==> src/source/qspi_pkg.sv <==
// Shared definitions for the QSPI execute-in-place fetch unit
// Import with a wildcard in the module header wherever a type or constant is needed

package qspi_pkg;

    // Address and request sizes
    localparam int ADDR_W      = 24;   // Flash byte address
    localparam int WORD_ADDR_W = 22;   // 32-bit word address
    localparam int LEN_W       = 8;    // Word count, zero means 256

    // Flash bus timing
    localparam int CS_GAP_CYCLES = 2;  // Minimum chip select high time between transfers
    localparam int GAP_W         = $clog2(CS_GAP_CYCLES + 1);
    localparam int DUMMY_NIBBLES = 4;  // Released bus clocks before read data

    // Mode byte that keeps the chip in continuous read
    localparam logic [7:0] XIP_MODE_BYTE = 8'h20;

    // Status then config byte, config bit 1 is quad enable
    localparam logic [15:0] STATUS_INIT = 16'h8002;

    // Flash opcodes, sent on io0 one bit per clock
    typedef enum logic [7:0] {
        OP_WAKE         = 8'hAB,
        OP_WRITE_EN     = 8'h06,
        OP_WRITE_SR     = 8'h01,
        OP_WRITE_DIS    = 8'h04,
        OP_QUAD_READ_IO = 8'hEB
    } flash_op_e;

    // Reader phases from reset to streaming reads
    typedef enum logic [2:0] {
        STEP_WAKE,
        STEP_WREN,
        STEP_WRSR,
        STEP_WRDI,
        STEP_FIRST_READ,
        STEP_READY
    } setup_step_e;

    // Fetch request, addr is word aligned
    typedef struct packed {
        logic [ADDR_W-1:0] addr;
        logic [LEN_W-1:0]  len;
    } fetch_req_t;

    // Packed output word with its word address
    typedef struct packed {
        logic [WORD_ADDR_W-1:0] word_addr;
        logic [31:0]            data;
    } flash_word_t;

    // Pad side of the reader, bit order io3 hold, io2 wp, io1 so, io0 si
    typedef struct packed {
        logic       cs_n;
        logic       sclk;
        logic [3:0] dout;
        logic [3:0] oe;
    } qspi_pads_t;

endpackage
==> src/source/qspi_fetch_top.sv <==
// Top level of the QSPI execute-in-place fetch unit
// Requests go in as a single-cycle strobe while ready is high, words come out
// as single-cycle strobes. Pads leave as separate drive, enable and input fields
module qspi_fetch_top
    import qspi_pkg::*;
(
    input  logic        clk,
    input  logic        rst,
    input  logic        req_valid,
    input  fetch_req_t  req,
    output logic        ready,
    output logic        word_valid,
    output flash_word_t word,
    output qspi_pads_t  pads,
    input  logic [3:0]  din
);

    logic                   setup_done;
    logic                   byte_valid;
    logic [7:0]             byte_data;
    logic [ADDR_W-1:0]      rd_addr;
    logic                   rd_hold;
    logic                   start;
    logic [WORD_ADDR_W-1:0] start_word_addr;

    fetch_sequencer u_seq (
        .clk             (clk),
        .rst             (rst),
        .req_valid       (req_valid),
        .req             (req),
        .ready           (ready),
        .setup_done      (setup_done),
        .byte_valid      (byte_valid),
        .rd_addr         (rd_addr),
        .rd_hold         (rd_hold),
        .start           (start),
        .start_word_addr (start_word_addr)
    );

    qspi_xip_reader u_reader (
        .clk        (clk),
        .rst        (rst),
        .rd_addr    (rd_addr),
        .rd_hold    (rd_hold),
        .setup_done (setup_done),
        .byte_valid (byte_valid),
        .byte_data  (byte_data),
        .pads       (pads),
        .din        (din)
    );

    // Byte strobes feed both the counter above and the packer
    word_packer u_packer (
        .clk             (clk),
        .rst             (rst),
        .start           (start),
        .start_word_addr (start_word_addr),
        .byte_valid      (byte_valid),
        .byte_data       (byte_data),
        .word_valid      (word_valid),
        .word            (word)
    );

endmodule

==> src/source/word_packer.sv <==
// Output stage of the fetch unit
// Collects flash bytes into little-endian 32-bit words and tags each
// word with its word address, starting from the address given on start
module word_packer
    import qspi_pkg::*;
(
    input  logic                   clk,
    input  logic                   rst,
    input  logic                   start,
    input  logic [WORD_ADDR_W-1:0] start_word_addr,
    input  logic                   byte_valid,
    input  logic [7:0]             byte_data,
    output logic                   word_valid,
    output flash_word_t            word
);

    logic [1:0]             lane;       // Byte position inside the word
    logic [23:0]            shreg;      // First three bytes, newest on top
    logic [WORD_ADDR_W-1:0] next_addr;
    logic                   word_done;

    assign word_done = byte_valid && (lane == 2'd3);

    always_ff @(posedge clk or posedge rst) begin
        if (rst) begin
            lane       <= 2'd0;
            word_valid <= 1'b0;
        end else begin
            word_valid <= word_done;
            if (start) begin
                lane <= 2'd0;   // Realign on every new fetch
            end else if (byte_valid) begin
                lane <= lane + 1'b1;
            end
        end
    end

    // Data and address path
    always_ff @(posedge clk) begin
        if (start) begin
            next_addr <= start_word_addr;
        end else if (byte_valid) begin
            shreg <= {byte_data, shreg[23:8]};
            if (word_done) begin
                // Lowest address ends up in bits 7:0
                word.data      <= {byte_data, shreg};
                word.word_addr <= next_addr;
                next_addr      <= next_addr + 1'b1;
            end
        end
    end

endmodule

==> src/source/qspi_xip_reader.sv <==
// QSPI flash reader running at the host clock
// After reset it wakes the chip, sets quad enable and enters continuous quad read.
// Once setup_done is high, place an address on rd_addr and hold rd_hold high while
// sequential bytes are wanted. Drop rd_hold for a cycle before a new address.
module qspi_xip_reader
    import qspi_pkg::*;
(
    input  logic              clk,
    input  logic              rst,
    input  logic [ADDR_W-1:0] rd_addr,
    input  logic              rd_hold,
    output logic              setup_done,
    output logic              byte_valid,
    output logic [7:0]        byte_data,
    output qspi_pads_t        pads,
    input  logic [3:0]        din
);

    // Bus phase of the current transfer
    typedef enum logic [2:0] {
        X_GAP,      // cs high, counting the gap or waiting for work
        X_SERIAL,   // Opcode and setup data on io0
        X_QUAD,     // Address and mode byte on all four lines
        X_DUMMY,    // Bus released, flash turns around
        X_DATA      // Flash drives read data
    } xfer_e;

    setup_step_e      step;
    xfer_e            xfer;
    logic             cs_n;
    logic [GAP_W-1:0] gap_cnt;
    logic [4:0]       bit_cnt;      // Clocks left in the current phase
    logic [39:0]      sbuf;         // Outgoing bits, always taken from the top
    logic             nib_phase;    // High while the low nibble is due
    logic [3:0]       hi_nib;

    assign setup_done = (step == STEP_READY);

    // Pin state, all of it moves on the falling clock edge
    always_ff @(negedge clk or posedge rst) begin
        if (rst) begin
            step    <= STEP_WAKE;
            xfer    <= X_GAP;
            cs_n    <= 1'b1;
            gap_cnt <= GAP_W'(CS_GAP_CYCLES - 1);
            bit_cnt <= '0;
            sbuf    <= '0;
        end else if (step == STEP_READY && !rd_hold && xfer != X_GAP) begin
            // Host gave up the stream, end the transfer wherever it is
            cs_n    <= 1'b1;
            xfer    <= X_GAP;
            gap_cnt <= GAP_W'(CS_GAP_CYCLES - 1);
        end else begin
            case (xfer)
                X_GAP: begin
                    if (gap_cnt != '0) begin
                        gap_cnt <= gap_cnt - 1'b1;
                    end else if (step != STEP_READY || rd_hold) begin
                        cs_n    <= 1'b0;
                        xfer    <= X_SERIAL;
                        bit_cnt <= 5'd8;    // Plain opcode length
                        case (step)
                            STEP_WAKE: sbuf <= {OP_WAKE, 32'h0};
                            STEP_WREN: sbuf <= {OP_WRITE_EN, 32'h0};
                            STEP_WRSR: begin
                                sbuf    <= {OP_WRITE_SR, STATUS_INIT, 16'h0};
                                bit_cnt <= 5'd24;   // Opcode plus two bytes
                            end
                            STEP_WRDI: sbuf <= {OP_WRITE_DIS, 32'h0};
                            STEP_FIRST_READ: begin
                                // Dummy read at address zero just to latch continuous mode
                                sbuf <= {OP_QUAD_READ_IO, 24'h0, XIP_MODE_BYTE};
                            end
                            default: begin
                                // Continuous mode, no opcode
                                sbuf <= {rd_addr, XIP_MODE_BYTE, 8'h00};
                                xfer <= X_QUAD;
                            end
                        endcase
                    end
                end
                X_SERIAL: begin
                    sbuf    <= sbuf << 1;
                    bit_cnt <= bit_cnt - 1'b1;
                    if (bit_cnt == 5'd1) begin
                        if (step == STEP_FIRST_READ) begin
                            xfer    <= X_QUAD;  // Opcode done, address follows
                            bit_cnt <= 5'd8;
                        end else begin
                            cs_n    <= 1'b1;
                            xfer    <= X_GAP;
                            gap_cnt <= GAP_W'(CS_GAP_CYCLES - 1);
                            case (step)
                                STEP_WAKE: step <= STEP_WREN;
                                STEP_WREN: step <= STEP_WRSR;
                                STEP_WRSR: step <= STEP_WRDI;
                                default:   step <= STEP_FIRST_READ;
                            endcase
                        end
                    end
                end
                X_QUAD: begin
                    sbuf    <= sbuf << 4;
                    bit_cnt <= bit_cnt - 1'b1;
                    if (bit_cnt == 5'd1) begin
                        xfer    <= X_DUMMY;
                        bit_cnt <= 5'(DUMMY_NIBBLES);
                    end
                end
                X_DUMMY: begin
                    bit_cnt <= bit_cnt - 1'b1;
                    if (bit_cnt == 5'd1) begin
                        if (step == STEP_FIRST_READ) begin
                            // Chip is in continuous mode now, skip the data
                            cs_n    <= 1'b1;
                            xfer    <= X_GAP;
                            gap_cnt <= GAP_W'(CS_GAP_CYCLES - 1);
                            step    <= STEP_READY;
                        end else begin
                            xfer <= X_DATA; // First nibble appears on this edge
                        end
                    end
                end
                default: begin
                    // Data streams until rd_hold drops
                end
            endcase
        end
    end

    // Pad drive follows the bus phase
    always_comb begin
        pads.cs_n = cs_n;
        pads.sclk = clk & ~cs_n;    // Flash clock only while selected
        pads.dout = 4'b0000;
        pads.oe   = 4'b0000;
        case (xfer)
            X_GAP: begin
                pads.oe = 4'b0100;  // Write protect held low when idle
            end
            X_SERIAL: begin
                pads.oe   = 4'b0001;
                pads.dout = {3'b000, sbuf[39]};
            end
            X_QUAD: begin
                pads.oe   = 4'b1111;
                pads.dout = sbuf[39:36];
            end
            default: begin
                // Dummy and data clocks leave every line to the flash
            end
        endcase
    end

    // Byte strobe, sampled on the rising edge like the flash clock
    always_ff @(posedge clk or posedge rst) begin
        if (rst) begin
            nib_phase  <= 1'b0;
            byte_valid <= 1'b0;
        end else begin
            byte_valid <= 1'b0;
            if (xfer == X_DATA) begin
                nib_phase <= ~nib_phase;
                if (nib_phase) begin
                    byte_valid <= 1'b1;    // Second nibble completes the byte
                end
            end else begin
                nib_phase <= 1'b0;  // A cut transfer drops its half byte
            end
        end
    end

    // High nibble first
    always_ff @(posedge clk) begin
        if (xfer == X_DATA) begin
            if (nib_phase) begin
                byte_data <= {hi_nib, din};
            end else begin
                hi_nib <= din;
            end
        end
    end

endmodule

==> src/source/fetch_sequencer.sv <==
// Request front end of the fetch unit
// Accepts one fetch while ready is high, converts the word count to bytes
// and holds the reader in sequential read until the last byte strobe
module fetch_sequencer
    import qspi_pkg::*;
(
    input  logic                   clk,
    input  logic                   rst,
    input  logic                   req_valid,
    input  fetch_req_t             req,
    output logic                   ready,
    input  logic                   setup_done,
    input  logic                   byte_valid,
    output logic [ADDR_W-1:0]      rd_addr,
    output logic                   rd_hold,
    output logic                   start,
    output logic [WORD_ADDR_W-1:0] start_word_addr
);

    // LOAD gives the reader one cycle of stable address with hold still low
    typedef enum logic [1:0] {
        SEQ_IDLE,
        SEQ_LOAD,
        SEQ_FETCH
    } seq_state_e;

    seq_state_e       state;
    logic [LEN_W+2:0] byte_total;   // Up to 1024 bytes
    logic [LEN_W+2:0] byte_cnt;
    logic             accept;
    logic             last_byte;

    assign ready     = setup_done && (state == SEQ_IDLE);
    assign accept    = req_valid && ready;  // Strobes while busy are dropped here
    assign last_byte = byte_valid && (byte_cnt == byte_total - 1'b1);

    always_ff @(posedge clk or posedge rst) begin
        if (rst) begin
            state    <= SEQ_IDLE;
            rd_hold  <= 1'b0;
            start    <= 1'b0;
            byte_cnt <= '0;
        end else begin
            start <= accept;    // One cycle pulse toward the packer
            case (state)
                SEQ_IDLE: begin
                    byte_cnt <= '0;
                    if (accept) begin
                        state <= SEQ_LOAD;
                    end
                end
                SEQ_LOAD: begin
                    // Address settled last cycle, now ask for bytes
                    rd_hold <= 1'b1;
                    state   <= SEQ_FETCH;
                end
                SEQ_FETCH: begin
                    if (byte_valid) begin
                        byte_cnt <= byte_cnt + 1'b1;
                    end
                    if (last_byte) begin
                        rd_hold <= 1'b0;    // Low the cycle after the final strobe
                        state   <= SEQ_IDLE;
                    end
                end
                default: begin
                    state <= SEQ_IDLE;
                end
            endcase
        end
    end

    // Request fields, captured only on acceptance
    always_ff @(posedge clk) begin
        if (accept) begin
            rd_addr         <= {req.addr[ADDR_W-1:2], 2'b00};
            start_word_addr <= req.addr[ADDR_W-1:2];
            // Words to bytes, a zero count stands for 256 words
            byte_total      <= {req.len == '0, req.len, 2'b00};
        end
    end

endmodule

==> config.mk <==
export PLATFORM = sky130hd
export DESIGN_NAME = qspi_fetch_top
export DESIGN_NICKNAME = d
export VERILOG_FILES = /design/src/source/qspi_pkg.sv /design/src/source/qspi_fetch_top.sv /design/src/source/word_packer.sv /design/src/source/qspi_xip_reader.sv /design/src/source/fetch_sequencer.sv
export SDC_FILE = /design/constraint.sdc
export NUM_CORES = 1
export LEC_CHECK = 0
export BUFFER_PORTS_ARGS = -buffer_cell sky130_fd_sc_hd__buf_2
export CELL_PAD_IN_SITES_DETAIL_PLACEMENT = 0
export CELL_PAD_IN_SITES_GLOBAL_PLACEMENT = 2
export CORE_UTILIZATION = 35
export CTS_CLUSTER_SIZE = 10
export DETAILED_ROUTE_END_ITERATION = 10
export PLACE_DENSITY_LB_ADDON = 0.1
export RECOVER_POWER = 25
export SLEW_MARGIN = 40
export SYNTH_ARGS = -nofsm -noshare
export SYNTH_HDL_FRONTEND = slang
export SYNTH_SLANG_ARGS = --single-unit
==> constraint.sdc <==
create_clock -name clk -period 3.95 [get_ports clk]
set_input_delay 0.9875 -clock clk [delete_from_list [all_inputs] [get_ports clk]]
set_output_delay 0.9875 -clock clk [all_outputs]
set_load 0.01 [all_outputs]
==> flow_summary.rst <==
.. list-table::
   :header-rows: 1

   * - Metric
     - Value
   * - Worst stage delay on the critical path
     - 0.47 ns
   * - Final Max Tran Viols
     - 0
   * - Destination of the critical timing path
     - pads[4]
   * - Worst vdd rail ir drop
     - 0.3286 mV
   * - Category of the worst setup path capture point
     - output pin
   * - Finished Layout Cells
     - 1208
   * - Worst r2r dst
     - u_reader.byte_data[7]$_DFFE_PP_
   * - Net count of the finished layout
     - between 900 and 1000
   * - Latest clock arrival within the worst-skew pair
     - about 0.57 ns
   * - Count of boundary I/O pins
     - around 110
   * - Number of buffers inserted by hold repair at cts
     - 0
   * - Total Negative Setup Slacks
     - -4.885 ns
   * - Half-perimeter wire length after placement
     - about 14000 um
   * - Via count of the first global-routing pass
     - about 6000
   * - Power density cells
     - 424.7 nW/um^2
   * - Root Driver
     - sky130_fd_sc_hd__clkbuf_16
   * - Area inside the core boundary
     - ~25000 sq um
   * - Residual DRC count
     - 0
   * - Routed length per instance
     - 17.00 um
   * - Total clock buffers created by CTS
     - 27
   * - Most used cells in the layout excluding fill and tap cells
     - sky130_fd_sc_hd__edfxtp_1 (143), sky130_fd_sc_hd__buf_2 (96), sky130_fd_sc_hd__nand2_1 (76)
   * - Post-route cell area
     - about 11000 sq um
   * - Starting utilization of the core area
     - between 30% and 40%
   * - Number of failing setup endpoints in the final timing report
     - 12
   * - Worst setup path class
     - reg2out
   * - Antenna violation net count after detailed routing
     - 0
   * - Number of filler instances in the final layout
     - around 2400
   * - Result of the run
     - finished with violations
   * - Most frequent standard cell in the layout excluding fill and tap cells
     - sky130_fd_sc_hd__edfxtp_1
   * - Total gr overflow
     - 0
   * - Total placed instance area
     - ~10000 sq um
   * - Violated checks
     - setup timing
   * - Area of the mapped netlist
     - about 9000 sq um
   * - Pin count of the biggest net entering global routing
     - between 50 and 60
   * - Number of optimization iterations in the first detailed-route pass
     - 5
   * - Vias after detailed routing
     - about 6100
   * - Min-Delay Path Class
     - reg2reg
   * - Fraction of final layout cells with drive strength greater than 1
     - 23.12%
   * - Clock input transition at the sequential cells of the worst setup and hold paths
     - roughly 0.05 ns
   * - Number of flops mapped to enable cells by yosys
     - 143
   * - Wire length of the first global-routing pass
     - ~33000 um
   * - Worst slew margin relative to its limit
     - 52.45%
   * - Worst R2R Setup Slack
     - 0.26 ns
   * - Initial DRC Count
     - 402
   * - Warnings from Yosys
     - 0
   * - Number of synthesized register bits
     - between 200 and 250
   * - Leak Pwr
     - around 4.3 nW
   * - Distinct cell type count of the synthesized netlist
     - 63
   * - # Max-Cap Violations
     - 0
   * - Total placed cells including tap cells
     - 1150
   * - Startpoint of the worst setup timing path
     - u_reader.xfer[1]$_DFFE_NP0P_
   * - Part of the Yosys area used for sequential elements
     - around 67%
   * - Worst setup skew after layout
     - approximately 0.053 ns
   * - Overall power of the completed layout
     - 4.688 mW
   * - Area Overhead vs Synth
     - 22.05%
   * - RSZ-0062 raised after global routing
     - true
   * - Series of cell instances along the critical path
     - inv_2, nor3_4, a22o_1, buf_2
   * - CTS tree
     - yes
   * - Gate Count Post-Synth
     - ~730
   * - Final hold violation count
     - 0
   * - Worst slew pin tran
     - about 0.7 ns
   * - Share of synthesized registers carrying an async set or reset
     - ~33%
   * - Antenna violations before repair
     - 0
   * - CP Data Arrival Time
     - about 3.5 ns
   * - Main flop type after synthesis
     - sky130_fd_sc_hd__edfxtp_1
   * - Critical path peak fanout
     - 4
   * - Mean area per synthesized cell
     - 12.46 sq um
   * - Crit path required time
     - roughly 3.0 ns
   * - Maximum buffer depth of the clock tree
     - 3
   * - Die area
     - approximately 26000 sq um
   * - Highest-delay cell along the critical path
     - sky130_fd_sc_hd__dfrtn_1
   * - Final critical-path setup slack
     - -0.5483 ns
   * - Total of buffers placed on input and output ports
     - ~100
   * - Floorplan die height
     - roughly 160 um
   * - Launching point of the worst reg2reg path
     - u_reader.xfer[0]$_DFFE_NP0P_
   * - Worst setup timing slack at the placement stage
     - -0.05614 ns
   * - Worst reg-to-reg path cell count
     - 5
   * - Via-per-instance ratio
     - between 5 and 6
   * - Number of nets in the synthesized netlist
     - ~770
   * - Antenna fix cells
     - 0
   * - Nature of the critical path startpoint
     - register
   * - Final weighted congestion of routability-driven global placement
     - approximately 0.76
   * - Width of the die
     - around 160 um
   * - Final routed wirelength across all metal layers
     - 20540 um
   * - Number of cell rows
     - 58
   * - # H-tree levels
     - 1
   * - Total global routing track utilization
     - ~16%
[registers in the layout, indices dropped and copies added (netlist names), 3 cells and up]
name	count
u_packer.next_addr	22
u_packer.shreg	24
u_packer.word	54
u_reader.bit_cnt	5
u_reader.byte_data	8
u_reader.hi_nib	4
u_reader.sbuf	35
u_reader.step	3
u_reader.xfer	3
u_seq.byte_cnt	11
u_seq.byte_total	9
u_seq.start_word_addr	22
[per-layer routing]
metal / vias up / GRT usage, % / part of all wire [%]
met3: 37 / 2.521 / 4.9
met2: 138 / 25.65 / 47
met4: 0 / 5.098 / 2.4
met1: 2925 / 21.51 / 46
met5: - / 0 / 0
li1: 2972 / - / -
[cells in the mapped netlist (8+ instances only)]
master / count / share of area (%)
sky130_fd_sc_hd__edfxtp_1: 143 / 47
sky130_fd_sc_hd__nand2_1: 76 / 3.2
sky130_fd_sc_hd__nor2_1: 55 / 2.3
sky130_fd_sc_hd__o21ai_0: 48 / 2.7
sky130_fd_sc_hd__dfrtn_1: 47 / 13
sky130_fd_sc_hd__a21oi_1: 33 / 1.8
sky130_fd_sc_hd__xnor2_1: 29 / 2.8
sky130_fd_sc_hd__inv_1: 22 / 0.91
sky130_fd_sc_hd__dfrtp_1: 20 / 5.5
sky130_fd_sc_hd__nor3_1: 20 / 1.1
sky130_fd_sc_hd__clkbuf_1: 19 / 0.79
sky130_fd_sc_hd__nand3_1: 17 / 0.94
sky130_fd_sc_hd__a221oi_1: 16 / 1.5
sky130_fd_sc_hd__buf_2: 16 / 0.89
sky130_fd_sc_hd__a222oi_1: 14 / 1.5
sky130_fd_sc_hd__o21ai_1: 11 / 0.61
sky130_fd_sc_hd__nor2b_1: 10 / 0.69
sky130_fd_sc_hd__or3_1: 10 / 0.69
sky130_fd_sc_hd__a21o_1: 9 / 0.75
sky130_fd_sc_hd__nand4_1: 8 / 0.55
sky130_fd_sc_hd__xor2_1: 8 / 0.77
[final cells by class]
| cell class | instances | area (sq um) | share of cell area, % |
|---|---|---|---|
| clock buffer | 44 | 750.7 | 6.800 |
| inverter | 22 | 86.33 | 0.7820 |
| tap | 330 | 412.9 | 3.740 |
| timing repair buffer | 140 | 865.8 | 7.843 |
| clock inverter | 10 | 87.58 | 0.7934 |
| multi-input combinational | 450 | 2813 | 25.48 |
| sequential | 212 | 6023 | 54.56 |
[metrics by stage]
stage          hold WS (ns)  utilization [%]
2_1_floorplan        0.4003                -
3_3_place_gp         0.4018            39.98
3_5_place_dp         0.4066            40.00
4_1_cts              0.4221            43.69
5_1_grt              0.4313            43.71
6_report             0.4190            43.71
[critical path, delay by kind of cell, from the launching register on]
| kind | cells | cell delay [ns] |
|---|---|---|
| flip-flops | 1 | 0.47 |
| buffers and inverters | 2 | 0.21 |
| AND/OR/NAND/NOR | 1 | 0.17 |
| AO/OA/AOI/OAI | 1 | 0.17 |
[repair_timing]
| item | in CTS | in global routing |
|---|---|---|
| pin swaps | 4 | 2 |
| gates resized for setup | 13 | 0 |
| endpoints found under the hold margin | 0 | 0 |
| endpoints found under the setup margin | 12 | 12 |
| setup buffers | 5 | 1 |
[kinds of logic after synthesis]
family	count (synthesis)	synth area share (%)
adders and majority gates	7	0.9683
AOI/OAI and AO/OA	168	12.26
DFF	212	66.59
and+or+nand+nor	231	12.77
xor gates and xnor gates	37	3.583
muxes	7	0.7885
buffers and inverters	64	3.043
[worst min path at each step]
| stage | to | slack [ns] | depth (start not counted) | startpoint |
|---|---|---|---|---|
| after floorplan | u_packer.word[0]$_DFFE_PP_ | 0.40 | 0 | u_packer.shreg[0]$_DFFE_PP_ |
| after global placement | u_packer.word[5]$_DFFE_PP_ | 0.40 | 0 | u_packer.shreg[5]$_DFFE_PP_ |
| after detailed placement | u_packer.word[6]$_DFFE_PP_ | 0.41 | 0 | u_packer.shreg[6]$_DFFE_PP_ |
| after CTS | u_packer.word[6]$_DFFE_PP_ | 0.42 | 0 | u_packer.shreg[6]$_DFFE_PP_ |
| after global routing | u_packer.word[6]$_DFFE_PP_ | 0.43 | 0 | u_packer.shreg[6]$_DFFE_PP_ |
| final | u_packer.word[6]$_DFFE_PP_ | 0.42 | 0 | u_packer.shreg[6]$_DFFE_PP_ |
[report_power, final]
group / internal [mW] / switching (mW)
clock network: 1.40 / 0.890
logic: 0.0154 / 0.0220
registers: 2.36 / 0
Note: power is estimated with default switching activity, not from simulation.
